`src/logic/daq_cfg_pkg.sv`:
```
`default_nettype none

package daq_cfg_pkg;

  // adc sample layout
  localparam int SAMPLE_W = 16;
  localparam int SAMPLES_PER_BEAT = 4;

  // one output line, also one buffered sample word
  localparam int LINE_W = 64;

  // trigger information
  localparam int TS_W = 48;
  localparam int TRIG_TYPE_W = 4;
  localparam int TRIG_CFG_W = 12;

  // charge sum saturates at all ones
  localparam int CHARGE_W = 20;

  localparam int LEN_W = 16;
  localparam int OBJ_W = 32;

  // line markers
  localparam logic [15:0] HEADER_ID = 16'hAA55;
  localparam logic [15:0] FOOTER_ID = 16'h55AA;

  // frame length after reset, before any config write
  localparam logic [LEN_W-1:0] DEFAULT_MAX_LEN = 100;

endpackage

`default_nettype wire

```
`src/logic/daq_frame_pkg.sv`:
```
`default_nettype none

package daq_frame_pkg;

  // one input beat, sample 0 in the lowest bits of samples
  typedef struct packed {
    logic [daq_cfg_pkg::SAMPLES_PER_BEAT-1:0][daq_cfg_pkg::SAMPLE_W-1:0] samples;
    logic                                  gain_type;
    logic [daq_cfg_pkg::TRIG_TYPE_W-1:0]   trigger_type;
    logic [daq_cfg_pkg::TS_W-1:0]          timestamp;
    logic [daq_cfg_pkg::TRIG_CFG_W-1:0]    trig_config;
    logic [14:0]                           pad;
  } trig_beat_t;

  typedef struct packed {
    logic first;
    logic cont;
    logic gain_type;
    logic spare;
  } frame_info_t;

  typedef struct packed {
    logic [15:0]                         header_id;
    logic [7:0]                          ch_id;
    logic [daq_cfg_pkg::LEN_W-1:0]       frame_len;
    frame_info_t                         frame_info;
    logic [daq_cfg_pkg::TRIG_TYPE_W-1:0] trigger_type;
    logic [15:0]                         pad;
  } header_line0_t;

  typedef struct packed {
    logic [31:0]                        timestamp;
    logic [daq_cfg_pkg::CHARGE_W-1:0]   charge_sum;
    logic [daq_cfg_pkg::TRIG_CFG_W-1:0] trig_config;
  } header_line1_t;

  // timestamp here carries bits 47:32
  typedef struct packed {
    logic [15:0]                   timestamp;
    logic [daq_cfg_pkg::OBJ_W-1:0] object_id;
    logic [15:0]                   footer_id;
  } footer_line_t;

  typedef struct packed {
    header_line0_t line0;
    header_line1_t line1;
    footer_line_t  footer;
  } hf_pair_t;

  // last_missing is a trigger end, it carries no beat
  typedef struct packed {
    logic valid;
    logic start;
    logic last_missing;
    logic beat;
  } beat_evt_t;

endpackage

`default_nettype wire

```
`src/logic/trigger_decode.sv`:
```
`timescale 1ns/1ns
`default_nettype none

module trigger_decode (
  input  logic                       ACLK,
  input  logic                       ARESET,
  input  daq_frame_pkg::trig_beat_t  s_tdata,
  input  logic                       s_tvalid,
  input  logic                       s_tready,
  output daq_frame_pkg::beat_evt_t   evt,
  output daq_frame_pkg::trig_beat_t  beat
);

  logic open_q;
  logic accept;
  logic closing;

  assign accept = s_tvalid && s_tready;
  // a stall keeps valid high, so only a valid-low cycle ends the trigger
  assign closing = !s_tvalid && open_q;

  always_ff @(posedge ACLK) begin
    if (ARESET) begin
      open_q <= 1'b0;
      evt <= '0;
    end else begin
      evt.valid <= accept || closing;
      evt.beat <= accept;
      evt.start <= accept && !open_q;
      evt.last_missing <= closing;
      if (accept) begin
        open_q <= 1'b1;
      end else if (!s_tvalid) begin
        open_q <= 1'b0;
      end
    end
  end

  always_ff @(posedge ACLK) begin
    if (accept) begin
      beat <= s_tdata;
    end
  end

  // source must hold the beat through a stall
  assert property (@(posedge ACLK) disable iff (ARESET)
    s_tvalid && !s_tready |=> s_tvalid && $stable(s_tdata));

endmodule

`default_nettype wire
```
`config.mk`:
```
export PLATFORM = sky130hd
export DESIGN_NAME = trigger_decode
export DESIGN_NICKNAME = d
export VERILOG_FILES = /design/src/logic/daq_cfg_pkg.sv /design/src/logic/daq_frame_pkg.sv /design/src/logic/trigger_decode.sv
export SDC_FILE = /design/constraint.sdc
export NUM_CORES = 1
export LEC_CHECK = 0
export BUFFER_PORTS_ARGS = -buffer_cell sky130_fd_sc_hd__buf_2
export CAP_MARGIN = 10
export CORE_AREA = 10 10 117 119
export CTS_BUF_LIST = sky130_fd_sc_hd__clkbuf_16
export DETAILED_ROUTE_END_ITERATION = 10
export DIE_AREA = 0 0 127 129
export HOLD_SLACK_MARGIN = 0.15
export PLACE_DENSITY_LB_ADDON = 0.15
export SYNTH_ARGS = -nofsm -noshare
export SYNTH_HDL_FRONTEND = slang
export SYNTH_SLANG_ARGS = --single-unit
```
`constraint.sdc`:
```
create_clock -name ACLK -period 7.05 [get_ports ACLK]
set_input_delay 0.3525 -clock ACLK [delete_from_list [all_inputs] [get_ports ACLK]]
set_output_delay 0.3525 -clock ACLK [all_outputs]
set_load 0.01 [all_outputs]
```
==> results.sh, run 1 <==
export IMPL_outcome="did not finish"
export IMPL_failed_stage="clock tree synthesis"
export IMPL_toolErrorMsg="[ERROR RSZ-0060] Max buffer count reached."
export IMPL_yosysTopAreaCellShare_pct=96.6
export IMPL_postCtsSetupBuffers=0
export IMPL_synth_top_cell_by_area="edfxtp_1"
export IMPL_avgSynthCellArea_um2=28.3
export IMPL_synth_edf_count=144
export IMPL_placed_area_mm2=0.00614
export IMPL_netlist_top_cells_area="edfxtp_1 97%, dfxtp_1 2.2%, and4bb_2 0.28%, nor2_1 0.25%, nor3b_1 0.17%"
export IMPL_clock_tree_buffer_depth=2
export IMPL_cts_made_buffers=17
export IMPL_netlist_instances=158
export IMPL_start_util_pct=39.5
export IMPL_synthDistinctLibCells=9
export IMPL_die_h_um=129
export IMPL_yosysWarnings=0
export IMPL_place_congestion=0.743
export IMPL_die_w_um=127
export IMPL_io_buffer_count=295
export IMPL_syn_num_nets=306
export IMPL_cts_root_buf="clkbuf_16"
export IMPL_h_tree_depth=4
export IMPL_cts_resized=0
export IMPL_ios=296
export IMPL_seq_area_frac_synth_pct=98.9
export IMPL_ys_flop_type="edfxtp_1"
export IMPL_ctsHoldBuffers=127
export IMPL_post_synth_top_count_cell="edfxtp_1"
export IMPL_std_cell_rows=39
export IMPL_clkSinkCount=149
export IMPL_async_flop_share_pct=0
export IMPL_synthTopCellsByCount="144 x edfxtp_1, 5 x dfxtp_1, 3 x nor2_1"
export IMPL_synth_seq_cells=149
export IMPL_synth_area_mm2=0.00447
## per-stage QoR
stage | setup slack [ps] | instances | hold WS (ps) | utilization, %
after detailed placement | 4650 | 597 | 477 | 54.3
after global placement | 4720 | 597 | 474 | 54.3
after floorplan | 3330 | 158 | 422 | -
## cells by family after synthesis
family	share of synthesized area [%]
simple gates	0.923
flops	98.9
compound gates	0.112
buf+inv	0.0838
==> inputs of run 2 (changes only) <==
- CORE_AREA: 10 10 117 119 -> 10 10 145 147
- CTS_BUF_LIST: sky130_fd_sc_hd__clkbuf_16 -> not set
- DIE_AREA: 0 0 127 129 -> 0 0 155 157
- HOLD_SLACK_MARGIN: 0.15 -> not set
==> results.sh, run 2 <==
export IMPL_postCtsSetupBuffers=0
export IMPL_rsz0062_at_grt="false"
export IMPL_p_leak_nw=2.87
export IMPL_async_flop_share_pct=0
export IMPL_num_vias=2723
export IMPL_ir_worst_vdd_uv=151
export IMPL_netlist_top_cells_area="edfxtp_1 97%, dfxtp_1 2.2%, and4bb_2 0.28%, nor2_1 0.25%, nor3b_1 0.17%"
export IMPL_hold_viol=0
export IMPL_grt_antenna_before_repair=3
export IMPL_ys_flop_type="edfxtp_1"
export IMPL_drt_first_iter_violations=76
export IMPL_dr_pass1_iters=4
export IMPL_clock_skew_ps=0.248
export IMPL_final_common_cell="buf_2"
export IMPL_finalSetupViolations=0
export IMPL_crit_type="in2reg"
export IMPL_cp_cell_sequence="buf_2, nand2_1, inv_6, buf_4"
export IMPL_clock_latency_ps=420
export IMPL_grt_pass1_vias=3086
export IMPL_clk_pin_slew_ps=60
export IMPL_arrival_ps=1980
export IMPL_yosysWarnings=0
export IMPL_top_regs="beat (144), evt (4), open_q (1)"
export IMPL_period_minus_slack_ps=1950
export IMPL_worstPathRequired_ps=7080
export IMPL_synthDistinctLibCells=9
export IMPL_netlist_instances=158
export IMPL_crit_fanout=75
export IMPL_routed_wl_mm=13.1
export IMPL_track_usage_pct=10.4
export IMPL_ios=296
export IMPL_ant_nets=0
export IMPL_areaGrowthSynthToFinish_pct=53.5
export IMPL_grt_pass1_wl_mm=18.9
export IMPL_largest_register="beat"
export IMPL_die_area_mm2=0.0243
export IMPL_fin_nets=621
export IMPL_synth_area_mm2=0.00447
export IMPL_drive_gt1_share_pct=67.5
export IMPL_largest_reg_flops=144
export IMPL_dpl_hpwl_mm=10.4
export IMPL_cp_end_kind="register"
export IMPL_outcome="complete, no violations"
export IMPL_gr_total_overflow=0
export IMPL_core_mm2=0.0183
export IMPL_cp_start_kind="primary input"
export IMPL_clkSinkCount=149
export IMPL_slew_violations=0
export IMPL_clock_tree_buffer_depth=2
export IMPL_nFillCells=1771
export IMPL_cts_root_buf="clkbuf_16"
export IMPL_synth_edf_count=144
export IMPL_cts_made_buffers=17
export IMPL_grt_max_degree=76
export IMPL_slew_headroom_pct=38.7
export IMPL_wire_per_inst_um=18.2
export IMPL_h_tree_depth=4
export IMPL_synth_seq_cells=149
export IMPL_route_detailed_drc=0
export IMPL_period_share_pct=27.6
export IMPL_avgSynthCellArea_um2=28.3
export IMPL_cp_slowest_cell="buf_4"
export IMPL_std_cell_rows=50
export IMPL_reg2regPathDepth=1
export IMPL_start_util_pct=24.4
export IMPL_max_stage_delay_ps=810
export IMPL_ctsHoldBuffers=0
export IMPL_syn_num_nets=306
export IMPL_cts_tree="done"
export IMPL_die_h_um=157
export IMPL_layout_common_cells="295 x buf_2, 144 x edfxtp_1, 17 x clkbuf_16, 5 x dfxtp_1, 4 x inv_6"
export IMPL_post_synth_top_count_cell="edfxtp_1"
export IMPL_holdPathStages=1
export IMPL_timing_hold_ws_ps=107
export IMPL_hp_class="in2reg"
export IMPL_place_congestion=0.705
export IMPL_yosysTopAreaCellShare_pct=96.6
export IMPL_tns_ps=0
export IMPL_cts_resized=0
export IMPL_p_per_area_mw_per_mm2=309
export IMPL_synthTopCellsByCount="144 x edfxtp_1, 5 x dfxtp_1, 3 x nor2_1"
export IMPL_tightestPinTransition_ps=920
export IMPL_io_buffer_count=295
export IMPL_via_per_inst=3.77
export IMPL_max_freq_mhz=513
export IMPL_maxCapViolations=0
export IMPL_synth_top_cell_by_area="edfxtp_1"
export IMPL_die_w_um=155
export IMPL_seq_area_frac_synth_pct=98.9
==> run 2: cell counts after synthesis <==
Identical to the previous run, type by type.
==> run 2: through the flow <==
stage	worst slack, ps	power, mW	instances	cell area, um2	utilization [%]
finish	5100	2.12	722	6870	37.5
global route	4940	2.22	722	6870	37.5
CTS	5080	2.16	720	6860	37.4
detailed placement	4620	1.22	688	6260	34.1
global placement	4690	1.22	688	6260	34.1
floorplan	3330	1.12	158	4470	-
==> run 2: area by class of cell <==
| class | instances | area, um2 | area share, % |
|---|---|---|---|
| clock buffers | 19 | 433 | 6.30 |
| repair buffers | 296 | 1480 | 21.6 |
| well taps | 234 | 293 | 4.26 |
| diodes | 2 | 5.00 | 0.0729 |
| clock inverters | 13 | 173 | 2.51 |
| inverters | 1 | 8.76 | 0.128 |
| flip-flops and latches | 149 | 4420 | 64.4 |
| multi-input cells | 8 | 46.3 | 0.674 |
==> run 2: kinds of logic (layout without fill, tap and decap cells) <==
kind of cell	after synthesis	in the layout	share of synthesized area, %
compound gates	1	1	0.112
other cells	0	2	0
simple gates	7	7	0.923
buf+inv	1	329	0.0838
flops	149	149	98.9
==> run 2: critical path, delay by kind of cell <==
kind	cells	cell delay, ps
buffers and inverters	3	1380
and+or+nand+nor	1	130
==> run 2: where the power goes <==
group | internal, mW | switching, mW
Combinational | 0.0653 | 0.0847
Sequential | 1.04 | 0.0129
Clock | 0.563 | 0.359
Total | 1.66 | 0.457
==> run 2: layer usage <==
layer	routed length, um	GRT usage [%]
met5	13	0
met4	181	5.08
met3	1950	7.31
met2	5950	15.3
met1	5040	11.1
==> run 2: final timing paths <==
check / startpoint / to / slack [ps]
setup / recovery: s_tvalid / beat[78] / 5100
setup reg to reg: open_q / evt[2] / 6360
hold / removal: s_tdata[72] / beat[72] / 110
hold reg to reg: open_q / evt[1] / 490
Note: power is estimated with default switching activity, not from simulation.
