[src/logic/sync_fifo.sv]
`timescale 1ns/1ns
`default_nettype none

module sync_fifo #(
  parameter int WIDTH = 64,
  parameter int DEPTH = 16
) (
  input  logic             ACLK,
  input  logic             ARESET,
  input  logic             push,
  input  logic [WIDTH-1:0] din,
  output logic             full,
  input  logic             pop,
  output logic [WIDTH-1:0] dout,
  output logic             empty
);

  localparam int AW = $clog2(DEPTH);

  logic [WIDTH-1:0] mem [DEPTH];
  logic [AW-1:0]    wr_ptr;
  logic [AW-1:0]    rd_ptr;
  logic [AW:0]      count;

  // full counts a push in progress, so a writer one cycle behind never overruns
  assign full = (count == DEPTH) || (count == DEPTH - 1 && push);
  assign empty = (count == '0);
  assign dout = mem[rd_ptr];

  always_ff @(posedge ACLK) begin
    if (ARESET) begin
      wr_ptr <= '0;
      rd_ptr <= '0;
      count <= '0;
    end else begin
      if (push) begin
        wr_ptr <= (wr_ptr == DEPTH - 1) ? '0 : wr_ptr + 1'b1;
      end
      if (pop) begin
        rd_ptr <= (rd_ptr == DEPTH - 1) ? '0 : rd_ptr + 1'b1;
      end
      case ({push, pop})
        2'b10: count <= count + 1'b1;
        2'b01: count <= count - 1'b1;
        default: count <= count;
      endcase
    end
  end

  always_ff @(posedge ACLK) begin
    if (push) begin
      mem[wr_ptr] <= din;
    end
  end

  assert property (@(posedge ACLK) disable iff (ARESET) !(push && count == DEPTH));
  assert property (@(posedge ACLK) disable iff (ARESET) !(pop && empty));

endmodule

`default_nettype wire

[config.mk]
export PLATFORM = sky130hd
export DESIGN_NAME = sync_fifo
export DESIGN_NICKNAME = d
export VERILOG_FILES = /design/src/logic/sync_fifo.sv
export SDC_FILE = /design/constraint.sdc
export NUM_CORES = 1
export LEC_CHECK = 0
export BUFFER_PORTS_ARGS = -buffer_cell sky130_fd_sc_hd__buf_2
export CELL_PAD_IN_SITES_DETAIL_PLACEMENT = 1
export CELL_PAD_IN_SITES_GLOBAL_PLACEMENT = 1
export CORE_AREA = 2 2 365 367
export DETAILED_ROUTE_END_ITERATION = 12
export DIE_AREA = 0 0 367 369
export HOLD_SLACK_MARGIN = 0.03
export PLACE_DENSITY_LB_ADDON = 0.2
export SLEW_MARGIN = 5
export SYNTH_ARGS = -nofsm -noshare
export SYNTH_HDL_FRONTEND = slang
export SYNTH_SLANG_ARGS = --single-unit
[constraint.sdc]
create_clock -name ACLK -period 5 [get_ports ACLK]
set_input_delay 0.25 -clock ACLK [delete_from_list [all_inputs] [get_ports ACLK]]
set_output_delay 0.25 -clock ACLK [all_outputs]
set_load 0.005 [all_outputs]
==> results of run 1 <==
## stage by stage
step                power [mW]  worst slack [ns]  hold slack (ns)
CTS                      18.90             1.227           0.4306
finish                   18.63             1.392           0.4798
global route             19.28             1.122           0.4676
floorplan                10.48             2.377           0.3489
detailed placement       10.92             1.984           0.5162
global placement         10.89             2.018           0.5026
## state kept, by name, indices dropped and copies added, names as in the netlist, named ones only
signal and flops:
count 5, mem 1024, rd_ptr 4, wr_ptr 4
## critical path: stages, from the launching register on
cell,delay (ns)
dfxtp_4,0.67
buf_4,0.80
mux4_2,0.60
a22oi_1,0.25
nand2_1,0.17
buf_2,0.17
## logic make-up after synthesis
| kind of cell | synth area share [%] |
|---|---|
| simple gates | 1.544 |
| xor+xnor | 0.1117 |
| fa+ha+maj | 0.2871 |
| buf+inv | 1.244 |
| compound gates | 2.731 |
| mux | 14.81 |
| flops | 79.28 |
## cell usage after synthesis (7+ instances only)
cell type,number
clkbuf_1,43
a22oi_1,128
mux4_2,256
buf_2,14
buf_6,13
buf_1,14
nor2_1,12
nand2_1,75
ha_1,9
and2_1,17
edfxtp_1,1024
a21oi_1,7
dfxtp_1,17
## metal layers
layer,track usage (%),up-vias
met5,0,-
met4,3.224,10
met2,25.34,356
li1,-,7761
met3,2.615,140
met1,21.10,10190
## power groups by stage
stage | Clock [mW] | Sequential (mW) | Combinational [mW]
2_1_floorplan | 0 | 9.89 | 0.590
3_3_place_gp | 0 | 9.91 | 0.973
3_5_place_dp | 0 | 9.92 | 0.996
4_1_cts | 8.11 | 9.74 | 1.05
5_1_grt | 8.42 | 9.74 | 1.11
6_report | 7.88 | 9.74 | 1.01
## final timing paths
path / slack (ns) / from / endpoint / cells after the start
setup / recovery: 1.39 / flop / dout[2] / 5
hold / removal: 0.48 / din[45] / mem[3][45]$_DFFE_PP_ / 2
setup reg to reg: 2.39 / wr_ptr[3]$_SDFFE_PP0P_ / mem[8][25]$_DFFE_PP_ / 3
hold reg to reg: 0.54 / rd_ptr[3]$_SDFFE_PP0P_ / flop / 2
## layout make-up
class,count,area (sq um),area share [%]
clock buffer,156,3009,6.501
antenna,3,7.507,0.01622
tap,1755,2196,4.744
timing repair buffer,245,1812,3.914
multi-input combinational,550,7705,16.65
sequential,1041,31100,67.19
clock inverter,45,444.2,0.9596
inverter,4,15.01,0.03244
==> metrics.md, run 1 <==
| Metric | Value |
|---|---|
| Max_slew headroom | 29.48% |
| WS Path Type | flop to output port |
| I/O pin count | roughly 130 |
| Net Sw Frac | between 20% and 30% |
| Leak | ~14 nW |
| Clock sink count | between 1000 and 1500 |
| Setup Viol. Count Final | 0 |
| Pre-antenna DRT Iters | 5 |
| CTS Buf Count | 112 |
| Commonest non-fill, non-tap cells in the layout | 1024 x edfxtp_1, 256 x mux4_2, 133 x buf_2 |
| Antenna violations before repair | 10 |
| CTS max path bufs | 3 |
| Period utilisation layout | between 70% and 80% |
| Port Buf Inserts | approximately 130 |
| Cts hold-fix bufs | between 60 and 70 |
| WL met1 | around 47 mm |
| Post-route ant nets | 0 |
| Placed Area | 0.04215 sq mm |
| Via count | around 18000 |
| First-pass GRT wire length | around 150 mm |
| Post-synthesis cell count | between 1500 and 2000 |
| Die width | approximately 370 um |
| Initial core utilization | 29.91% |
| Largest net degree at the start of global routing | 84 |
| Clock Skew | approximately 0.022 ns |
| Register bit total from synthesis | ~1000 |
| Sw Pwr | 3.959 mW |
| Routability congestion estimate | roughly 0.68 |
| IR drop worst, VDD | 0.2682 mV |
| Area grow syn2layout | 18.02% |
| Die Span Y | 369 um |
| Int Power | 14.67 mW |
| Post-Syn Area | roughly 0.04 sq mm |
| RSZ-0062 raised after global routing | no |
| FMAX | between 200 and 300 MHz |
| CP Capture Type | output port |
| Seq pwr share | 52.3% |
| Post-synth ARST share | 0% |
| Total Routing Usage GR | approximately 15% |
| CTS tree | built |
| Filler Cell Count | 12810 |
| Syn. warnings | 0 |
| Root Buffer | clkbuf_16 |
| Pwr/cell area | ~400 mW/mm^2 |
| Crit path max fanout | 41 |
| Post-synth net total | ~1800 |
| Avg Synthesized Cell Area | roughly 23 sq um |
| Distinct cell type count of the synthesized netlist | 39 |
| Avg Vias per Cell | 4.859 |
| Vias in the first global route | 20340 |
| Dpl cells | between 3000 and 4000 |
| Number of post-CTS setup repair buffers | 0 |
| Register area share after synthesis | between 70% and 80% |
| Routed WL | 103.4 mm |
| Post-synth EDFFs | 1024 |
| Synth top area share | about four fifths |
| Routed WL per cell | roughly 27 um |
| Slew @ Worst Pin | roughly 1.1 ns |
| Synth area leaders | edfxtp_1 78%, mux4_2 15%, a22oi_1 2.5% |
| Grt ovf | 0 |
| Resize count post-CTS | 0 |
| Final Core Density | 35.30% |
| DP Wirelength | around 53 mm |
| Outcome | finished, final reports clean |
| Commonest non-fill, non-tap cell in the layout | edfxtp_1 |
| CP arrival | about 3.4 ns |
| Fin. Hold Viols | 0 |
| Total core area | 0.1311 sq mm |
| Maxcap violations | 0 |
| Htree depth | 3 |
| CP Launch Type | flop |
| Combinational share of power | under 10% |
| Row Count | 133 |
| WL met3 | about 4.3 mm |
| Final net count | slightly above 2000 |
| Die area | 0.1354 sq mm |
| Pins Over Slew Limit | 0 |
| Final Cell Area | 0.04629 sq mm |
| Clk_lat worst skew | approximately 0.70 ns |
| Fin crit period | 3.608 ns |
| Most area-hungry cell type in the Yosys netlist | edfxtp_1 |
| Share of layout cells above drive strength 1 | a little under 30% |
| Top_reg_cell synth | edfxtp_1 |
| Clock network power share | 42.3% |
| CP Data Required Time | roughly 4.8 ns |
| Fin cells | about 3800 |
| Drt drc | 0 |
| Clock Pin Slew Worst Setup and Hold Paths | roughly 0.060 ns |
| Hold Path Class | input port to flop |
| DR WL met2 | between 50 and 60 mm |
| Setup tns final | 0 ns |
| Top sig layer | met5 |
| DR iter-0 viols | 1248 |
Note: power is estimated with default switching activity, not from simulation.
==> inputs of run 2 (changes only) <==
--- a/config.mk
+++ b/config.mk
@@ -5,12 +5,13 @@
 export SDC_FILE = /design/constraint.sdc
 export NUM_CORES = 1
 export LEC_CHECK = 0
+export ABC_AREA = 1
 export BUFFER_PORTS_ARGS = -buffer_cell sky130_fd_sc_hd__buf_2
 export CELL_PAD_IN_SITES_DETAIL_PLACEMENT = 1
 export CELL_PAD_IN_SITES_GLOBAL_PLACEMENT = 1
-export CORE_AREA = 2 2 365 367
+export CORE_AREA = 2 2 381 383
 export DETAILED_ROUTE_END_ITERATION = 12
-export DIE_AREA = 0 0 367 369
+export DIE_AREA = 0 0 383 385
 export HOLD_SLACK_MARGIN = 0.03
 export PLACE_DENSITY_LB_ADDON = 0.2
 export SLEW_MARGIN = 5
==> constraint.sdc (replaced) <==
create_clock -name ACLK -period 3.3 [get_ports ACLK]
set_input_delay 0.165 -clock ACLK [delete_from_list [all_inputs] [get_ports ACLK]]
set_output_delay 0.165 -clock ACLK [all_outputs]
set_load 0.005 [all_outputs]
==> run 2 against run 1 <==
Against the previous run:
- critical path type unchanged
- register-to-register slack worse by 1.3 ns
- final cell count is 46% higher
- die area is 8.9% higher
- worst setup slack worse by 0.98 ns
- core utilization is 0.50 points lower
- count of clock-buffer cells in the layout is 12 lower
- non-clock buffer count is 38 higher
- final area is 7.6% higher
- sequential share of layout area is 4.7 points lower
- worst hold slack worse by 0.19 ns
==> metrics.md, run 2 <==
| Metric | Value |
|---|---|
| Routed WL per cell | 21.03 um (-23%) |
| CP arrival | 2.73 ns (-0.63 ns) |
| Final net count | 3626 (+79%) |
| Busiest grt layer | met2 |
| WHS Path Cells | 3 (+1) |
| CTS Buf Count | 115 (+2.7%) |
| Place WS | 1.120 ns (-0.8643 ns) |
| Fin crit period | roughly 2.9 ns |
| Leak | 17.61 nW (+22%) |
| Setup tns final | 0 ns (unchanged) |
| Commonest non-fill, non-tap cells in the layout | 1024 x edfxtp_1, 534 x inv_1, 394 x nand3_1 |
| DR iter-0 viols | 1789 (+43%) |
| Via count | 26220 (+42%) |
| Top_reg_cell synth | edfxtp_1 |
| Int Power | 22.14 mW (+51%) |
| Clk_lat worst skew | 0.74 ns (+0.04 ns) |
| Synth area leaders | edfxtp_1 72%, inv_1 4.7%, nand3_1 4.6% |
| Crit path max fanout | 73 (+78%) |
| Htree depth | 3 (unchanged) |
| Net Sw Frac | 23.77% (+2.5 points) |
| Clock network power share | 41.7% (-0.6 points) |
| Final Cell Area | 0.04980 sq mm (+7.6%) |
| RR Endpoint | mem[2][48]$_DFFE_PP_ |
| Setup Viol. Count Final | 0 (unchanged) |
| Clock Skew | 0.02840 ns (+0.006838 ns) |
| Drt drc | 0 (unchanged) |
| Synth top area share | 72.10% (-6.3 points) |
| CP max stage cell | dfxtp_4 |
| Critical Path Sink | dout[31] |
| Post-synth top cells | 1024 x edfxtp_1, 535 x inv_1, 394 x nand3_1 |
| Fin cells | 5547 (+46%) |
| Seq pwr share | 50.8% (-1.5 points) |
| Final WS setup | 0.4083 ns (-0.9837 ns) |
| IR drop worst, VDD | 0.4426 mV (+65%) |
| Biggest register | mem |
| Port Buf Inserts | 133 (unchanged) |
| Hold Path Class | input port to flop |
| FMAX | 345.8 MHz |
| Distinct cell type count of the synthesized netlist | 28 (-28%) |
| Die area | 0.1475 sq mm (+8.9%) |
| R2r startpoint | wr_ptr[0]$_SDFFE_PP0P_ |
| CP Data Required Time | 3.13 ns (-1.62 ns) |
| Largest register FFs | 1024 (unchanged) |
| Combinational share of power | 7.5% (+2.1 points) |
| Register bit total from synthesis | 1041 (unchanged) |
| CP Cell Sequence | buf_12, buf_12, a21oi_1, o21ai_0, nand3_1, nand3_1, nand2_1, buf_2 |
| Seq. cell area | 0.03110 sq mm (about the same) |
| Die Span Y | 385 um (+4.3%) |
| DP Wirelength | 60.37 mm (+14%) |
| CP Launch Type | flop |
| Outcome | finished, final reports clean |
| Largest net degree at the start of global routing | 129 (+54%) |
| Clock sink count | 1041 (unchanged) |
| Max_slew headroom | 35.52% (+6.0 points) |
| Post-synth ARST share | 0% (unchanged) |
| I/O pin count | 134 (unchanged) |
| Syn. warnings | 0 (unchanged) |
| Footprint of the multi-input gates | 0.008263 sq mm (+7.2%) |
| Dpl cells | 5267 (+49%) |
| Pre-antenna DRT Iters | 5 (unchanged) |
| Row Count | 139 (+4.5%) |
| Hold WS | 0.2878 ns (-0.1920 ns) |
| Clock Pin Slew Worst Setup and Hold Paths | 0.06 ns (about the same) |
| Post-synth net total | 3439 (+95%) |
| Pins Over Slew Limit | 0 (unchanged) |
| Root Buffer | clkbuf_16 |
| Area grow syn2layout | 16.78% |
| Most area-hungry cell type in the Yosys netlist | edfxtp_1 |
| Routed WL | 116.7 mm (+13%) |
| M2 GR Usage | 26.70% (+1.4 points) |
| Number of post-CTS setup repair buffers | 0 (unchanged) |
| Initial core utilization | 29.80% (-0.11 points) |
| Sw Pwr | 6.903 mW (+74%) |
| Commonest non-fill, non-tap cell in the layout | edfxtp_1 |
| GR met1 Demand/Resource | 21.52% (+0.41 points) |
| Register area share after synthesis | 72.90% (-6.4 points) |
| CTS max path bufs | 3 (unchanged) |
| Post-Syn Area | 0.04265 sq mm (+8.7%) |
| Grt ovf | 0 (unchanged) |
| Slew @ Worst Pin | 0.9672 ns (-0.09070 ns) |
| Placed Area | 0.04561 sq mm (+8.2%) |
| CTS tree | built |
| Count leader, synth | edfxtp_1 |
| Post-route ant nets | 0 (unchanged) |
| Avg Synthesized Cell Area | 12.69 sq um (-45%) |
| Total core area | 0.1431 sq mm (+9.2%) |
| Maxcap violations | 0 (unchanged) |
| M3 GR Usage | 2.590% (-0.024 points) |
| Pwr/cell area | 583.2 mW/mm^2 (+45%) |
| WS Path Type | flop to output port |
| RSZ-0062 raised after global routing | no |
| Reg2Reg Depth | 5 (+2) |
| Critical Path Max Stage Delay | 0.59 ns (-0.21 ns) |
| Period utilisation layout | ~88% |
| Fin. Hold Viols | 0 (unchanged) |
| Avg Vias per Cell | 4.726 (-2.7%) |
| Post-synth EDFFs | 1024 (unchanged) |
| Die width | 383 um (+4.4%) |
| Post-synthesis cell count | 3362 (+100%) |
| Routability congestion estimate | 0.6797 (+0.32%) |
| Antenna violations before repair | 5 (-5) |
| First-pass GRT wire length | 176.7 mm (+19%) |
| R2r setup slk | 1.13 ns (-1.26 ns) |
| Largest regs | mem x1024, count x5 |
| Filler Cell Count | 15240 (+19%) |
| Share of layout cells above drive strength 1 | 10.79% (-19 points) |
| Total Routing Usage GR | 15.95% (+0.67 points) |
| Vias in the first global route | 26770 (+32%) |
| CP Capture Type | output port |
==> run 2: how the worst min path moves through the flow <==
stage | from | endpoint | slack [ns]
6_report | ARESET | flop | 0.29
5_1_grt | ARESET | flop | 0.28
4_1_cts | ARESET | flop | 0.23
3_3_place_gp | ARESET | wr_ptr[2]$_SDFFE_PP0P_ | 0.48
2_1_floorplan | ARESET | wr_ptr[2]$_SDFFE_PP0P_ | 0.23
3_5_place_dp | ARESET | wr_ptr[2]$_SDFFE_PP0P_ | 0.48
==> run 2: per-layer routing <==
| layer | vias up | wire [um] |
|---|---|---|
| met5 | - | 61 |
| met4 | 10 | 2043 |
| met3 | 133 | 4235 |
| met2 | 347 | 56680 |
| met1 | 13370 | 53660 |
| li1 | 12360 | - |
==> run 2: logic make-up (layout without fill, tap and decap cells) <==
| family | count (synthesis) | after routing | share of synthesized area, % |
|---|---|---|---|
| simple gates | 773 | 773 | 7.980 |
| other cells | 0 | 1 | 0 |
| xor+xnor | 3 | 3 | 0.06162 |
| buf+inv | 749 | 1030 | 8.006 |
| compound gates | 787 | 787 | 10.79 |
| flops | 1041 | 1041 | 72.90 |
| fa+ha+maj | 9 | 9 | 0.2641 |
==> run 2: what timing repair did <==
action / CTS / global route
hold buffers: 68 / 0
endpoints found under the hold margin: 1041 / 0
setup endpoints to repair: 0 / 0
resized for setup: 0 / 0
==> run 2: power groups by stage <==
stage          Combinational [mW]  Clock, mW  Sequential [mW]
2_1_floorplan                1.34          0             15.0
3_3_place_gp                 2.15          0             15.0
3_5_place_dp                 2.17          0             15.0
4_1_cts                      2.25       12.5             14.8
5_1_grt                      2.48       13.0             14.8
6_report                     2.18       12.1             14.8
==> run 2: through the flow <==
step	utilization (%)	power (mW)
2_1_floorplan	-	16.36
3_3_place_gp	31.87	17.18
3_5_place_dp	31.87	17.20
4_1_cts	34.79	29.53
5_1_grt	34.79	30.24
6_report	34.79	29.04
==> run 2: worst max-delay path: cells and delay by family, from the launching register on <==
family | cells | cell delay, ns
simple gates | 3 | 0.37
compound gates | 2 | 0.23
buf+inv | 3 | 0.77
flops | 1 | 0.59
==> run 2: area by class of cell <==
| type | instances | share of cell area, % |
|---|---|---|
| antenna | 1 | 0.005025 |
| multi-input combinational | 1572 | 16.59 |
| inverter | 536 | 4.055 |
| timing repair buffer | 283 | 5.070 |
| clock inverter | 67 | 0.9597 |
| clock buffer | 144 | 6.080 |
| sequential | 1041 | 62.46 |
| tap | 1903 | 4.781 |
