<file path="src/logic/daq_cfg_pkg.sv">
`default_nettype none

package daq_cfg_pkg;

  // adc sample layout
  localparam int SAMPLE_W = 16;
  localparam int SAMPLES_PER_BEAT = 4;

  // one output line, also one buffered sample word
  localparam int LINE_W = 64;

  // trigger information
  localparam int TS_W = 48;
  localparam int TRIG_TYPE_W = 4;
  localparam int TRIG_CFG_W = 12;

  // charge sum saturates at all ones
  localparam int CHARGE_W = 20;

  localparam int LEN_W = 16;
  localparam int OBJ_W = 32;

  // line markers
  localparam logic [15:0] HEADER_ID = 16'hAA55;
  localparam logic [15:0] FOOTER_ID = 16'h55AA;

  // frame length after reset, before any config write
  localparam logic [LEN_W-1:0] DEFAULT_MAX_LEN = 100;

endpackage

`default_nettype wire

</file>
<file path="src/logic/daq_frame_pkg.sv">
`default_nettype none

package daq_frame_pkg;

  // one input beat, sample 0 in the lowest bits of samples
  typedef struct packed {
    logic [daq_cfg_pkg::SAMPLES_PER_BEAT-1:0][daq_cfg_pkg::SAMPLE_W-1:0] samples;
    logic                                  gain_type;
    logic [daq_cfg_pkg::TRIG_TYPE_W-1:0]   trigger_type;
    logic [daq_cfg_pkg::TS_W-1:0]          timestamp;
    logic [daq_cfg_pkg::TRIG_CFG_W-1:0]    trig_config;
    logic [14:0]                           pad;
  } trig_beat_t;

  typedef struct packed {
    logic first;
    logic cont;
    logic gain_type;
    logic spare;
  } frame_info_t;

  typedef struct packed {
    logic [15:0]                         header_id;
    logic [7:0]                          ch_id;
    logic [daq_cfg_pkg::LEN_W-1:0]       frame_len;
    frame_info_t                         frame_info;
    logic [daq_cfg_pkg::TRIG_TYPE_W-1:0] trigger_type;
    logic [15:0]                         pad;
  } header_line0_t;

  typedef struct packed {
    logic [31:0]                        timestamp;
    logic [daq_cfg_pkg::CHARGE_W-1:0]   charge_sum;
    logic [daq_cfg_pkg::TRIG_CFG_W-1:0] trig_config;
  } header_line1_t;

  // timestamp here carries bits 47:32
  typedef struct packed {
    logic [15:0]                   timestamp;
    logic [daq_cfg_pkg::OBJ_W-1:0] object_id;
    logic [15:0]                   footer_id;
  } footer_line_t;

  typedef struct packed {
    header_line0_t line0;
    header_line1_t line1;
    footer_line_t  footer;
  } hf_pair_t;

  // last_missing is a trigger end, it carries no beat
  typedef struct packed {
    logic valid;
    logic start;
    logic last_missing;
    logic beat;
  } beat_evt_t;

endpackage

`default_nettype wire

</file>
<file path="src/logic/header_footer_gen.sv">
`timescale 1ns/1ns
`default_nettype none

module header_footer_gen #(
  parameter int CHANNEL_ID = 0,
  parameter int SAMPLE_DEPTH = 128
) (
  input  logic                               ACLK,
  input  logic                               ARESET,
  input  logic                               cfg_req,
  input  logic [daq_cfg_pkg::LEN_W-1:0]      cfg_max_len,
  output logic                               cfg_ack,
  input  daq_frame_pkg::beat_evt_t           evt,
  input  daq_frame_pkg::trig_beat_t          beat,
  output logic                               trig_open,
  output logic                               sample_push,
  output logic [daq_cfg_pkg::LINE_W-1:0]     sample_word,
  output logic                               pair_push,
  output daq_frame_pkg::hf_pair_t            pair
);

  localparam logic [daq_cfg_pkg::LEN_W-1:0] DEPTH_LEN =
    SAMPLE_DEPTH[daq_cfg_pkg::LEN_W-1:0];

  logic [daq_cfg_pkg::LEN_W-1:0]    max_len;
  logic [daq_cfg_pkg::LEN_W-1:0]    cur_len;
  logic [daq_cfg_pkg::LEN_W-1:0]    close_len;
  logic [daq_cfg_pkg::SAMPLE_W+1:0] beat_sum;
  logic [daq_cfg_pkg::CHARGE_W:0]   charge_sum;
  logic [daq_cfg_pkg::CHARGE_W-1:0] charge_q;
  logic [daq_cfg_pkg::CHARGE_W-1:0] charge_next;
  logic [daq_cfg_pkg::CHARGE_W-1:0] close_charge;
  logic [daq_cfg_pkg::OBJ_W-1:0]    object_id;
  logic                             first_q;
  logic                             new_frame;
  logic                             len_hit;
  logic                             cfg_write;
  logic                             frame_has_beat;
  daq_frame_pkg::trig_beat_t        first_beat_q;
  daq_frame_pkg::trig_beat_t        info;
  daq_frame_pkg::frame_info_t       finfo;

  // keeps a whole frame inside the sample buffer
  function automatic logic [daq_cfg_pkg::LEN_W-1:0] clamp_len(
    input logic [daq_cfg_pkg::LEN_W-1:0] len
  );
    if (len == '0) begin
      return 1;
    end
    if (len > DEPTH_LEN) begin
      return DEPTH_LEN;
    end
    return len;
  endfunction

  assign cfg_write = cfg_req && !cfg_ack && !trig_open && !evt.valid;

  assign new_frame = (cur_len == '0);
  // a frame takes its trigger fields from its first beat
  assign info = new_frame ? beat : first_beat_q;

  always_comb begin
    beat_sum = '0;
    for (int i = 0; i < daq_cfg_pkg::SAMPLES_PER_BEAT; i++) begin
      beat_sum = beat_sum + beat.samples[i];
    end
  end

  assign charge_sum = (new_frame ? '0 : charge_q) + beat_sum;
  assign charge_next = charge_sum[daq_cfg_pkg::CHARGE_W] ? '1
                                                         : charge_sum[daq_cfg_pkg::CHARGE_W-1:0];

  assign len_hit = evt.beat && (cur_len + 1'b1 == max_len);
  assign close_len = evt.beat ? cur_len + 1'b1 : cur_len;
  assign close_charge = evt.beat ? charge_next : charge_q;

  assign sample_push = evt.beat;
  assign sample_word = beat.samples;
  assign pair_push = len_hit || (evt.last_missing && !new_frame);

  assign finfo.first = new_frame ? evt.start : first_q;
  assign finfo.cont = len_hit;
  assign finfo.gain_type = info.gain_type;
  assign finfo.spare = 1'b0;

  always_comb begin
    pair.line0.header_id = daq_cfg_pkg::HEADER_ID;
    pair.line0.ch_id = CHANNEL_ID[7:0];
    pair.line0.frame_len = close_len;
    pair.line0.frame_info = finfo;
    pair.line0.trigger_type = info.trigger_type;
    pair.line0.pad = '0;
    pair.line1.timestamp = info.timestamp[31:0];
    pair.line1.charge_sum = close_charge;
    pair.line1.trig_config = info.trig_config;
    pair.footer.timestamp = info.timestamp[47:32];
    pair.footer.object_id = object_id;
    pair.footer.footer_id = daq_cfg_pkg::FOOTER_ID;
  end

  always_ff @(posedge ACLK) begin
    if (ARESET) begin
      cfg_ack <= 1'b0;
      max_len <= clamp_len(daq_cfg_pkg::DEFAULT_MAX_LEN);
      trig_open <= 1'b0;
      cur_len <= '0;
      object_id <= '0;
      frame_has_beat <= 1'b0;
    end else begin
      if (cfg_write) begin
        cfg_ack <= 1'b1;
        max_len <= clamp_len(cfg_max_len);
      end else if (cfg_ack && !cfg_req) begin
        cfg_ack <= 1'b0;
      end
      if (evt.start) begin
        trig_open <= 1'b1;
      end else if (evt.last_missing) begin
        trig_open <= 1'b0;
      end
      if (len_hit || evt.last_missing) begin
        cur_len <= '0;
      end else if (evt.beat) begin
        cur_len <= cur_len + 1'b1;
      end
      // tracks buffered samples that no pair has claimed yet
      if (pair_push) begin
        frame_has_beat <= 1'b0;
      end else if (sample_push) begin
        frame_has_beat <= 1'b1;
      end
      // id moves on once the whole trigger is out
      if (cfg_write) begin
        object_id <= '0;
      end else if (evt.last_missing) begin
        object_id <= object_id + 1'b1;
      end
    end
  end

  always_ff @(posedge ACLK) begin
    if (evt.beat) begin
      charge_q <= charge_next;
      if (new_frame) begin
        first_q <= evt.start;
        first_beat_q <= beat;
      end
    end
  end

  // a closed frame owns at least one sample in the buffer
  assert property (@(posedge ACLK) disable iff (ARESET)
    pair_push |-> sample_push || frame_has_beat);

endmodule

`default_nettype wire

</file>
<file path="config.mk">
export PLATFORM = sky130hd
export DESIGN_NAME = header_footer_gen
export DESIGN_NICKNAME = d
export VERILOG_FILES = /design/src/logic/daq_cfg_pkg.sv /design/src/logic/daq_frame_pkg.sv /design/src/logic/header_footer_gen.sv
export SDC_FILE = /design/constraint.sdc
export NUM_CORES = 1
export LEC_CHECK = 0
export BUFFER_PORTS_ARGS = -buffer_cell sky130_fd_sc_hd__buf_4
export CORE_AREA = 2 2 165 167
export DETAILED_ROUTE_END_ITERATION = 8
export DIE_AREA = 0 0 167 169
export PLACE_DENSITY = 0.77
export SLEW_MARGIN = 20
export SYNTH_ARGS = -nofsm -noshare
export SYNTH_HDL_FRONTEND = slang
export SYNTH_SLANG_ARGS = --single-unit
</file>
<file path="constraint.sdc">
create_clock -name ACLK -period 6.6 [get_ports ACLK]
set_input_delay 0.33 -clock ACLK [delete_from_list [all_inputs] [get_ports ACLK]]
set_output_delay 0.33 -clock ACLK [all_outputs]
set_load 0.01 [all_outputs]
</file>
==> flow_metrics.env, run 1 <==
export IMPL_status="completed"
export IMPL_final_seq_area_um2=3700
export IMPL_cellLeakagePower_nw=6.08
export IMPL_crit_cells=13
export IMPL_whs_ps=136
export IMPL_cp_required_ps=6270
export IMPL_maxCapViolCount=0
export IMPL_firstDrtPassIters=4
export IMPL_die_area_um2=28200
export IMPL_r2r_cells=12
export IMPL_via_count=7887
export IMPL_cts_resized=0
export IMPL_endpoint_kind="primary output"
export IMPL_antenna_found_initial=0
export IMPL_hold_buffers=0
export IMPL_die_w_um=167
export IMPL_slew_headroom=0.319
export IMPL_fp_dieH_um=169
export IMPL_finalHoldViolCount=0
export IMPL_nFillCells=2469
export IMPL_most_common_layout_cells="buf_4, inv_1, dfxtp_1"
export IMPL_tritoncts="done"
export IMPL_cpMostUsedCell="ha_1"
export IMPL_muxShareOfSynthArea=0.0743
export IMPL_grt_pass1_wl_um=38600
export IMPL_ant_nets=0
export IMPL_fmax_mhz=167
export IMPL_slowest_delay_ps=880
export IMPL_min_period_over_period=0.907
export IMPL_worstReg2RegStart="cur_len[12]"
export IMPL_fin_nets=1556
export IMPL_async_reset_ff_frac=0
export IMPL_pin_count=427
export IMPL_via_per_inst=4.72
export IMPL_grt_pass1_vias=7730
export IMPL_core_area_um2=26500
export IMPL_multi_input_comb_area_um2=5060
export IMPL_numCtsBuffers=17
export IMPL_ys_seq_area_frac=0.360
export IMPL_clockBufferDepth=2
export IMPL_r2r_slack_ps=1400
export IMPL_yosysWarningCount=0
export IMPL_htree_levels=4
export IMPL_globalplace_congestion=0.837
export IMPL_critPathBufInv=2
export IMPL_synth_compound_area_frac=0.0684
export IMPL_critPathMaxFanout=20
export IMPL_cts_clk_slew_worst_paths_ps=80
export IMPL_antennaDiodeCount=0
export IMPL_hpwl_um=19500
export IMPL_start_util=0.388
export IMPL_synth_xor_area_frac=0.0654
export IMPL_cts_num_sinks=152
export IMPL_synth_area_per_cell_um2=9.83
export IMPL_synth_adder_area_share=0.123
export IMPL_ys_ff_latch=152
export IMPL_timing_rr_end="charge_q[18]"
export IMPL_clock_latency_ps=420
export IMPL_drc=0
export IMPL_crit_chain="nor4_1 -> nand4_1 -> buf_4 -> and2_1 -> ha_1 -> ha_1 -> ha_1 -> o21ai_0 -> o21ai_0 -> a221oi_1 -> o21a_1 -> a41oi_1 -> buf_4"
export IMPL_rows=60
export IMPL_crit_arrival_ps=5660
export IMPL_rsz0062_at_grt="no"
export IMPL_grt_max_degree=61
export IMPL_grt_overflow=0
export IMPL_drive_above_1_share=0.371
export IMPL_synth_main_ff_cell="dfxtp_1"
export IMPL_cts_root_buf="clkbuf_16"
export IMPL_max_slew_worst_pin_slew_ps=1020
export IMPL_synthCells=1047
export IMPL_postCtsSetupBuffers=0
export IMPL_drtIter0Drc=324
export IMPL_period_minus_slack_ps=5990
export IMPL_syn_to_final_growth_pct=27.0
export IMPL_final_util=0.493
export IMPL_crit_slowest_cell="nand4_1"
export IMPL_drv_slew=0
export IMPL_drt_wirelength_per_cell_um=15.1
export IMPL_min_path_type="input port to flop"
export IMPL_ys_types=79
export IMPL_crit_type="flop to primary output"
export IMPL_crit_end="pair[94]"
export IMPL_clock_skew_ps=11.2
export IMPL_syn_cell_area_um2=10300
export IMPL_fin_area_um2=13100
export IMPL_p_per_area_nw_per_um2=264
export IMPL_wl_um=25200
export IMPL_postPlaceCellArea_um2=12500
export IMPL_finalSetupViolations=0
export IMPL_synth_simple_area_share=0.140
export IMPL_track_usage=0.170
export IMPL_synth_edf_count=66
export IMPL_cp_startpoint="cur_len[12]"
export IMPL_finalSetupTns_ps=0
export IMPL_final_common_cell="buf_4"
export IMPL_port_buffers=354
export IMPL_startpoint_type="flop"
export IMPL_synth_top_family_by_area="buffers and inverters"
export IMPL_peakVddDrop_uv=175
export IMPL_critical_path_top_delay_family="compound AO/OA/AOI/OAI gates"
worst reg2reg max path: stages (launching register included):
cell	delay, ps
dfxtp_1	370
nor4_1	430
nand4_1	880
buf_4	510
and2_1	170
ha_1	290
ha_1	300
ha_1	390
o21ai_0	240
o21ai_0	140
a221oi_1	330
o21a_1	670
a41oi_1	300
report_power, final:
group          switching, mW  internal, mW  total [mW]
Sequential            0.0387          1.08        1.12
Combinational          0.719         0.589        1.31
Clock                  0.499         0.522        1.02
Total                   1.26          2.19        3.45
Yosys cell counts (all sizes together) (2+ instances only):
master | count | area (um2)
o211ai | 3 | 22.5
or3 | 9 | 56.3
and2 | 15 | 95.1
mux2 | 67 | 754
buf | 140 | 1060
nor2b | 3 | 18.8
and4 | 8 | 71.3
a211oi | 10 | 75.1
nor4 | 10 | 83.8
ha | 26 | 325
o31ai | 2 | 15.0
fa | 47 | 941
and3 | 11 | 70.1
nor2 | 65 | 259
o21bai | 2 | 15.0
conb | 2 | 7.51
nand2 | 59 | 231
o311ai | 2 | 17.5
xor2 | 39 | 349
a31oi | 2 | 12.5
xnor2 | 37 | 324
clkbuf | 24 | 113
a41oi | 2 | 17.5
inv | 150 | 563
a21oi | 46 | 230
o21ai | 25 | 129
nand4 | 10 | 77.6
edfxtp | 66 | 1980
a221o | 3 | 30.0
nand2b | 2 | 12.5
o22ai | 2 | 12.5
a22o | 3 | 26.3
dfxtp | 86 | 1720
or4 | 2 | 16.3
nor3 | 14 | 91.3
a21o | 3 | 23.8
nand3 | 17 | 97.6
nor3b | 17 | 178
final cells by class:
type                    count  share of cell area
multi-input cells         636               0.387
flip-flops and latches    152               0.283
repair buffers            359               0.206
inverters                 150              0.0431
well taps                 341              0.0326
clock buffers              17              0.0325
clock inverters            15              0.0148
how the worst min path moves through the flow:
stage                  endpoint           start  cells after the start
5_1_grt              max_len[4]  cfg_max_len[4]                      2
4_1_cts              max_len[3]  cfg_max_len[3]                      2
3_5_place_dp         max_len[8]      max_len[8]                      1
3_3_place_gp        max_len[13]     max_len[13]                      1
6_report             max_len[3]  cfg_max_len[3]                      2
2_1_floorplan  first_beat_q[15]          evt[0]                      0
per-stage QoR:
stage	setup slack [ps]	cells	total power, mW
2_1_floorplan	1920	1102	2.00
3_5_place_dp	968	1638	2.45
5_1_grt	107	1670	3.68
4_1_cts	491	1670	3.49
6_report	613	1670	3.45
3_3_place_gp	1070	1638	2.43
sequential cells by signal, summed over array words and instances, names as in the netlist:
name	count
cur_len	16
max_len	16
cfg_ack	1
first_beat_q	65
trig_open	1
first_q	1
charge_q	20
object_id	32
cell families (layout without fill, tap and decap cells):
group,Yosys count,after routing
buffers and inverters,314,541
AND/OR/NAND/NOR,249,249
flip-flops,152,152
AO/OA/AOI/OAI,113,113
XOR/XNOR,76,76
adder cells (fa/ha/maj),73,73
multiplexers,68,68
other,2,57
metal layers:
metal  vias up  wire length (um)  track usage
li1       3815                 -            -
met4         0               296       0.0412
met2       287             13000        0.307
met3        19              1810       0.0468
met5         -                 0            0
met1      3766             10100        0.199
Note: power is estimated with default switching activity, not from simulation.
==> inputs of run 2 (changes only) <==
- CTS_BUF_LIST: not set -> sky130_fd_sc_hd__clkbuf_16
- PLACE_DENSITY: 0.77 -> 0.67
==> run 2 against run 1 <==
  * Non-clock buffer count is 2 higher
  * Power decreased by 0.78%
  * First-iteration DRC count grew 19%
  * Sequential power about the same
  * Maximum frequency rose by 2.2%
  * Register-to-register slack improved by 130 ps
  * Die area did not move
  * Sequential share of layout area barely moved
  * Utilization is essentially flat
  * Critical path type unchanged
  * Largest power group unchanged
==> flow_metrics.env, run 2 (same netlist as run 1, synthesis figures left out) <==
export IMPL_clock_skew_ps=17.2
export IMPL_critical_path_top_delay_family="compound AO/OA/AOI/OAI gates"
export IMPL_timing_final_ws_setup_ps=742
export IMPL_crit_type="flop to primary output"
export IMPL_period_minus_slack_ps=5860
export IMPL_syn_to_final_growth_pct=26.9
export IMPL_power_share_sequential=0.328
export IMPL_slowest_delay_ps=680
export IMPL_peakVddDrop_uv=132
export IMPL_pin_count=427
export IMPL_grt_pass1_wl_um=40900
export IMPL_grt_pass1_vias=7865
export IMPL_slew_headroom=0.468
export IMPL_tritoncts="done"
export IMPL_drc=0
export IMPL_crit_arrival_ps=5530
export IMPL_p_per_area_nw_per_um2=262
export IMPL_firstDrtPassIters=4
export IMPL_finalSetupTns_ps=0
export IMPL_via_per_inst=4.72
export IMPL_ant_nets=0
export IMPL_final_common_cell="buf_4"
export IMPL_globalplace_congestion=0.822
export IMPL_clock_power_share=0.287
export IMPL_via_count=7889
export IMPL_fp_dieH_um=169
export IMPL_nFillCells=2482
export IMPL_grt_overflow=0
export IMPL_dp_slack_ps=1150
export IMPL_intPower_mw=2.18
export IMPL_cts_clk_slew_worst_paths_ps=70
export IMPL_htree_levels=4
export IMPL_critPathMaxFanout=20
export IMPL_crit_slowest_cell="o21a_1"
export IMPL_cp_required_ps=6270
export IMPL_hold_buffers=0
export IMPL_core_area_um2=26500
export IMPL_cellLeakagePower_nw=6.07
export IMPL_clockBufferDepth=2
export IMPL_drt_wirelength_per_cell_um=15.7
export IMPL_most_common_layout_cells="buf_4, inv_1, dfxtp_1"
export IMPL_postCtsSetupBuffers=0
export IMPL_fmax_mhz=171
export IMPL_drv_slew=0
export IMPL_max_slew_worst_pin_slew_ps=798
export IMPL_die_area_um2=28200
export IMPL_start_util=0.388
export IMPL_endpoint_kind="primary output"
export IMPL_startpoint_type="flop"
export IMPL_finalHoldViolCount=0
export IMPL_pwr_share_comb=0.385
export IMPL_antenna_found_initial=0
export IMPL_track_usage=0.182
export IMPL_p_sw_frac=0.362
export IMPL_p_sw_mw=1.24
export IMPL_antennaDiodeCount=0
export IMPL_fin_nets=1558
export IMPL_maxCapViolCount=0
export IMPL_top_register="first_beat_q"
export IMPL_wl_um=26300
export IMPL_min_path_type="input port to flop"
export IMPL_cts_resized=0
export IMPL_rows=60
export IMPL_finalSetupViolations=0
export IMPL_hpwl_um=21000
export IMPL_critPathBufInv=4
export IMPL_largest_reg_flops=65
export IMPL_min_period_over_period=0.888
export IMPL_reg_top3="first_beat_q x65, object_id x32, charge_q x20"
export IMPL_port_buffers=354
export IMPL_crit_chain="inv_1 -> ha_1 -> nor3b_1 -> nand4_1 -> buf_4 -> nand2_1 -> fa_1 -> inv_1 -> ha_1 -> a211oi_1 -> o21ai_1 -> nand2_1 -> o311ai_1 -> a221oi_1 -> o21a_1 -> a21oi_1 -> buf_4"
export IMPL_cts_num_sinks=152
export IMPL_cts_root_buf="clkbuf_16"
export IMPL_clock_latency_ps=420
export IMPL_drtIter0Drc=387
export IMPL_status="completed"
export IMPL_rsz0062_at_grt="no"
export IMPL_drive_above_1_share=0.372
export IMPL_die_w_um=167
export IMPL_grt_max_degree=51
export IMPL_numCtsBuffers=17
-- run 2: worst register-to-register path, stage by stage, from the launching register on --
cell and delay (ps):
dfxtp_1 500, inv_1 80, ha_1 220, nor3b_1 140, nand4_1 450, buf_4 380, nand2_1 120, fa_1 500
inv_1 50, ha_1 250, a211oi_1 410, o21ai_1 180, nand2_1 120, o311ai_1 190, a221oi_1 350, o21a_1 680
a21oi_1 270
-- run 2: area by class of cell --
type,count,area [um2],share of cell area
multi-input combinational,636,5060,0.388
sequential,152,3700,0.283
timing repair buffer,361,2710,0.207
inverter,150,563,0.0431
tap,341,427,0.0327
clock buffer,17,425,0.0326
clock inverter,15,173,0.0132
-- run 2: path summary, 6_finish.rpt --
check	startpoint	endpoint	slack (ps)	cells past startpoint
hold / removal	evt[2]	trig_open	130	3
setup / recovery	cur_len[0]	pair[79]	740	17
setup reg to reg	cur_len[0]	charge_q[3]	1530	16
hold reg to reg	max_len[0]	max_len[0]	470	2
-- run 2: metrics by stage --
step                      power (mW)  hold slack, ps  cell area [um2]   util  cells
after global routing            3.66             100            13100  0.493   1672
after CTS                       3.47             106            13100  0.493   1672
final                           3.42             126            13100  0.493   1672
after detailed placement        2.46             458            12500  0.470   1640
after global placement          2.44             459            12500  0.470   1640
after floorplan                 2.00             442            10500      -   1102
-- run 2: power by group through the flow --
stage               combinational [mW]  clock (mW)  sequential, mW
floorplan                        0.871           0            1.13
global placement                  1.30           0            1.14
detailed placement                1.32           0            1.14
CTS                               1.33        1.02            1.12
global route                      1.47        1.06            1.13
finish                            1.32       0.984            1.12
-- run 2: routing by layer --
metal	vias up	share of wire	wire, um	global-route usage
li1	3819	-	-	-
met1	3755	0.40	10400	0.215
met2	288	0.51	13600	0.323
met3	27	0.072	1900	0.0510
met4	0	0.017	450	0.0517
met5	-	0	0	0
==> inputs of run 3 (changes only) <==
- CORE_AREA: 2 2 165 167 -> 4 4 162 164
- DIE_AREA: 0 0 167 169 -> 0 0 166 168
- PLACE_DENSITY: 0.67 -> 0.71
==> run 3 against run 2 <==
  * Register-to-register slack improved by 400 ps
  * Via count decreased by 1.1%
  * Non-clock buffer count decreased by 3
  * Sequential power is essentially flat
  * Combinational power barely moved
  * Global-route usage down 0.45 points
  * Power down 0.76%
  * Critical path type unchanged
  * Clock skew down 3.4 ps
  * Largest power group unchanged
  * Count of clock-buffer cells in the layout did not move
  * Final area shrank 0.35%
==> flow_metrics.env, run 3 (same netlist as run 1, synthesis figures left out) <==
export IMPL_status="completed"
export IMPL_rsz0062_at_grt="no"
export IMPL_htree_levels=4
export IMPL_p_per_area_nw_per_um2=261
export IMPL_largest_reg_flops=65
export IMPL_finalSetupTns_ps=0
export IMPL_slew_headroom=0.366
export IMPL_slowest_delay_ps=720
export IMPL_min_path_type="input port to flop"
export IMPL_cts_root_buf="clkbuf_16"
export IMPL_cts_num_sinks=152
export IMPL_peakVddDrop_uv=142
export IMPL_start_util=0.414
export IMPL_crit_slowest_cell="o21a_1"
export IMPL_ant_nets=0
export IMPL_timing_final_ws_setup_ps=1140
export IMPL_cp_required_ps=6270
export IMPL_critPathBufInv=4
export IMPL_fp_dieH_um=168
export IMPL_grt_pass1_wl_um=40800
export IMPL_hold_buffers=0
export IMPL_cts_resized=0
export IMPL_nFillCells=2251
export IMPL_min_period_over_period=0.828
export IMPL_via_per_inst=4.71
export IMPL_critPathMaxFanout=26
export IMPL_tritoncts="done"
export IMPL_clock_latency_ps=420
export IMPL_grt_overflow=0
export IMPL_syn_to_final_growth_pct=26.5
export IMPL_clock_skew_ps=13.8
export IMPL_most_common_layout_cells="buf_4, inv_1, dfxtp_1"
export IMPL_numCtsBuffers=17
export IMPL_drt_wirelength_per_cell_um=15.7
export IMPL_globalplace_congestion=0.910
export IMPL_die_w_um=166
export IMPL_track_usage=0.177
export IMPL_startpoint_type="flop"
export IMPL_drive_above_1_share=0.370
export IMPL_grt_max_degree=62
export IMPL_top_register="first_beat_q"
export IMPL_crit_type="flop to primary output"
export IMPL_max_slew_worst_pin_slew_ps=948
export IMPL_via_count=7806
export IMPL_drv_slew=0
export IMPL_antenna_found_initial=0
export IMPL_period_minus_slack_ps=5460
export IMPL_cellLeakagePower_nw=6.05
export IMPL_die_area_um2=27900
export IMPL_finalHoldViolCount=0
export IMPL_core_area_um2=24900
export IMPL_clockBufferDepth=2
export IMPL_critical_path_top_delay_family="compound AO/OA/AOI/OAI gates"
export IMPL_dp_slack_ps=1460
export IMPL_postCtsSetupBuffers=0
export IMPL_final_common_cell="buf_4"
export IMPL_hpwl_um=20300
export IMPL_finalSetupViolations=0
export IMPL_cts_clk_slew_worst_paths_ps=70
export IMPL_drtIter0Drc=334
export IMPL_wl_um=26000
export IMPL_crit_chain="inv_1 -> ha_1 -> nor3b_1 -> nand4_1 -> buf_4 -> nand2_1 -> fa_1 -> inv_1 -> ha_1 -> a211oi_1 -> nor2_1 -> o21ai_0 -> o311ai_1 -> a221oi_1 -> o21a_1 -> a41oi_1 -> buf_4"
export IMPL_rows=58
export IMPL_pin_count=427
export IMPL_maxCapViolCount=0
export IMPL_drc=0
export IMPL_fin_nets=1555
export IMPL_antennaDiodeCount=0
export IMPL_grt_pass1_vias=7859
export IMPL_fmax_mhz=183
export IMPL_endpoint_kind="primary output"
export IMPL_port_buffers=354
export IMPL_crit_arrival_ps=5130
export IMPL_firstDrtPassIters=4
export IMPL_reg_top3="first_beat_q x65, object_id x32, charge_q x20"
[run 3: cell count changes in the layout (fill, tap and decap cells not counted), sizes merged]
cell	before	now
buf	361	358
clkinvlp	1	3
clkinv	8	6
[run 3: final timing paths]
path / startpoint / endpoint / slack, ps / cells after the start
min reg2reg: max_len[9] / max_len[9] / 480 / 1
min: evt[2] / trig_open / 130 / 3
max reg2reg: cur_len[0] / charge_q[0] / 1930 / 16
max: cur_len[0] / pair[94] / 1140 / 17
[run 3: stage by stage]
| step | utilization | std cells | total power [mW] | hold WS [ps] | area (um2) |
|---|---|---|---|---|---|
| finish | 0.523 | 1658 | 3.40 | 128 | 13000 |
| global placement | 0.499 | 1626 | 2.42 | 463 | 12400 |
| detailed placement | 0.499 | 1626 | 2.45 | 467 | 12400 |
| floorplan | - | 1102 | 2.00 | 442 | 10500 |
| CTS | 0.523 | 1658 | 3.44 | 112 | 13000 |
| global route | 0.523 | 1658 | 3.65 | 119 | 13000 |
[run 3: report_power, final]
part,switching (mW),total [mW],internal (mW),leakage [nW]
clock,0.470,0.976,0.506,0.276
combinational,0.714,1.30,0.587,4.42
sequential,0.0377,1.12,1.08,1.35
total,1.22,3.40,2.18,6.05
[run 3: worst register-to-register path: cells and delay by family, from the launching register on]
family,cells,cell delay (ps)
flops,1,490
compound gates,6,1940
simple gates,4,550
buf+inv,3,470
fa+ha+maj,3,1050
[run 3: per-layer routing]
layer	vias to the layer above	part of all wire	wire length [um]	global-route usage
met5	-	0	0	0
met4	0	0.015	392	0.0380
met3	22	0.066	1730	0.0549
met2	259	0.52	13500	0.321
met1	3717	0.40	10400	0.207
li1	3808	-	-	-
[run 3: layout make-up]
class | count | area [um2] | area share
clock inverter | 15 | 163 | 0.0125
clock buffer | 17 | 425 | 0.0327
tap | 330 | 413 | 0.0317
inverter | 150 | 563 | 0.0433
multi-input combinational | 636 | 5060 | 0.389
sequential | 152 | 3700 | 0.285
timing repair buffer | 358 | 2690 | 0.206
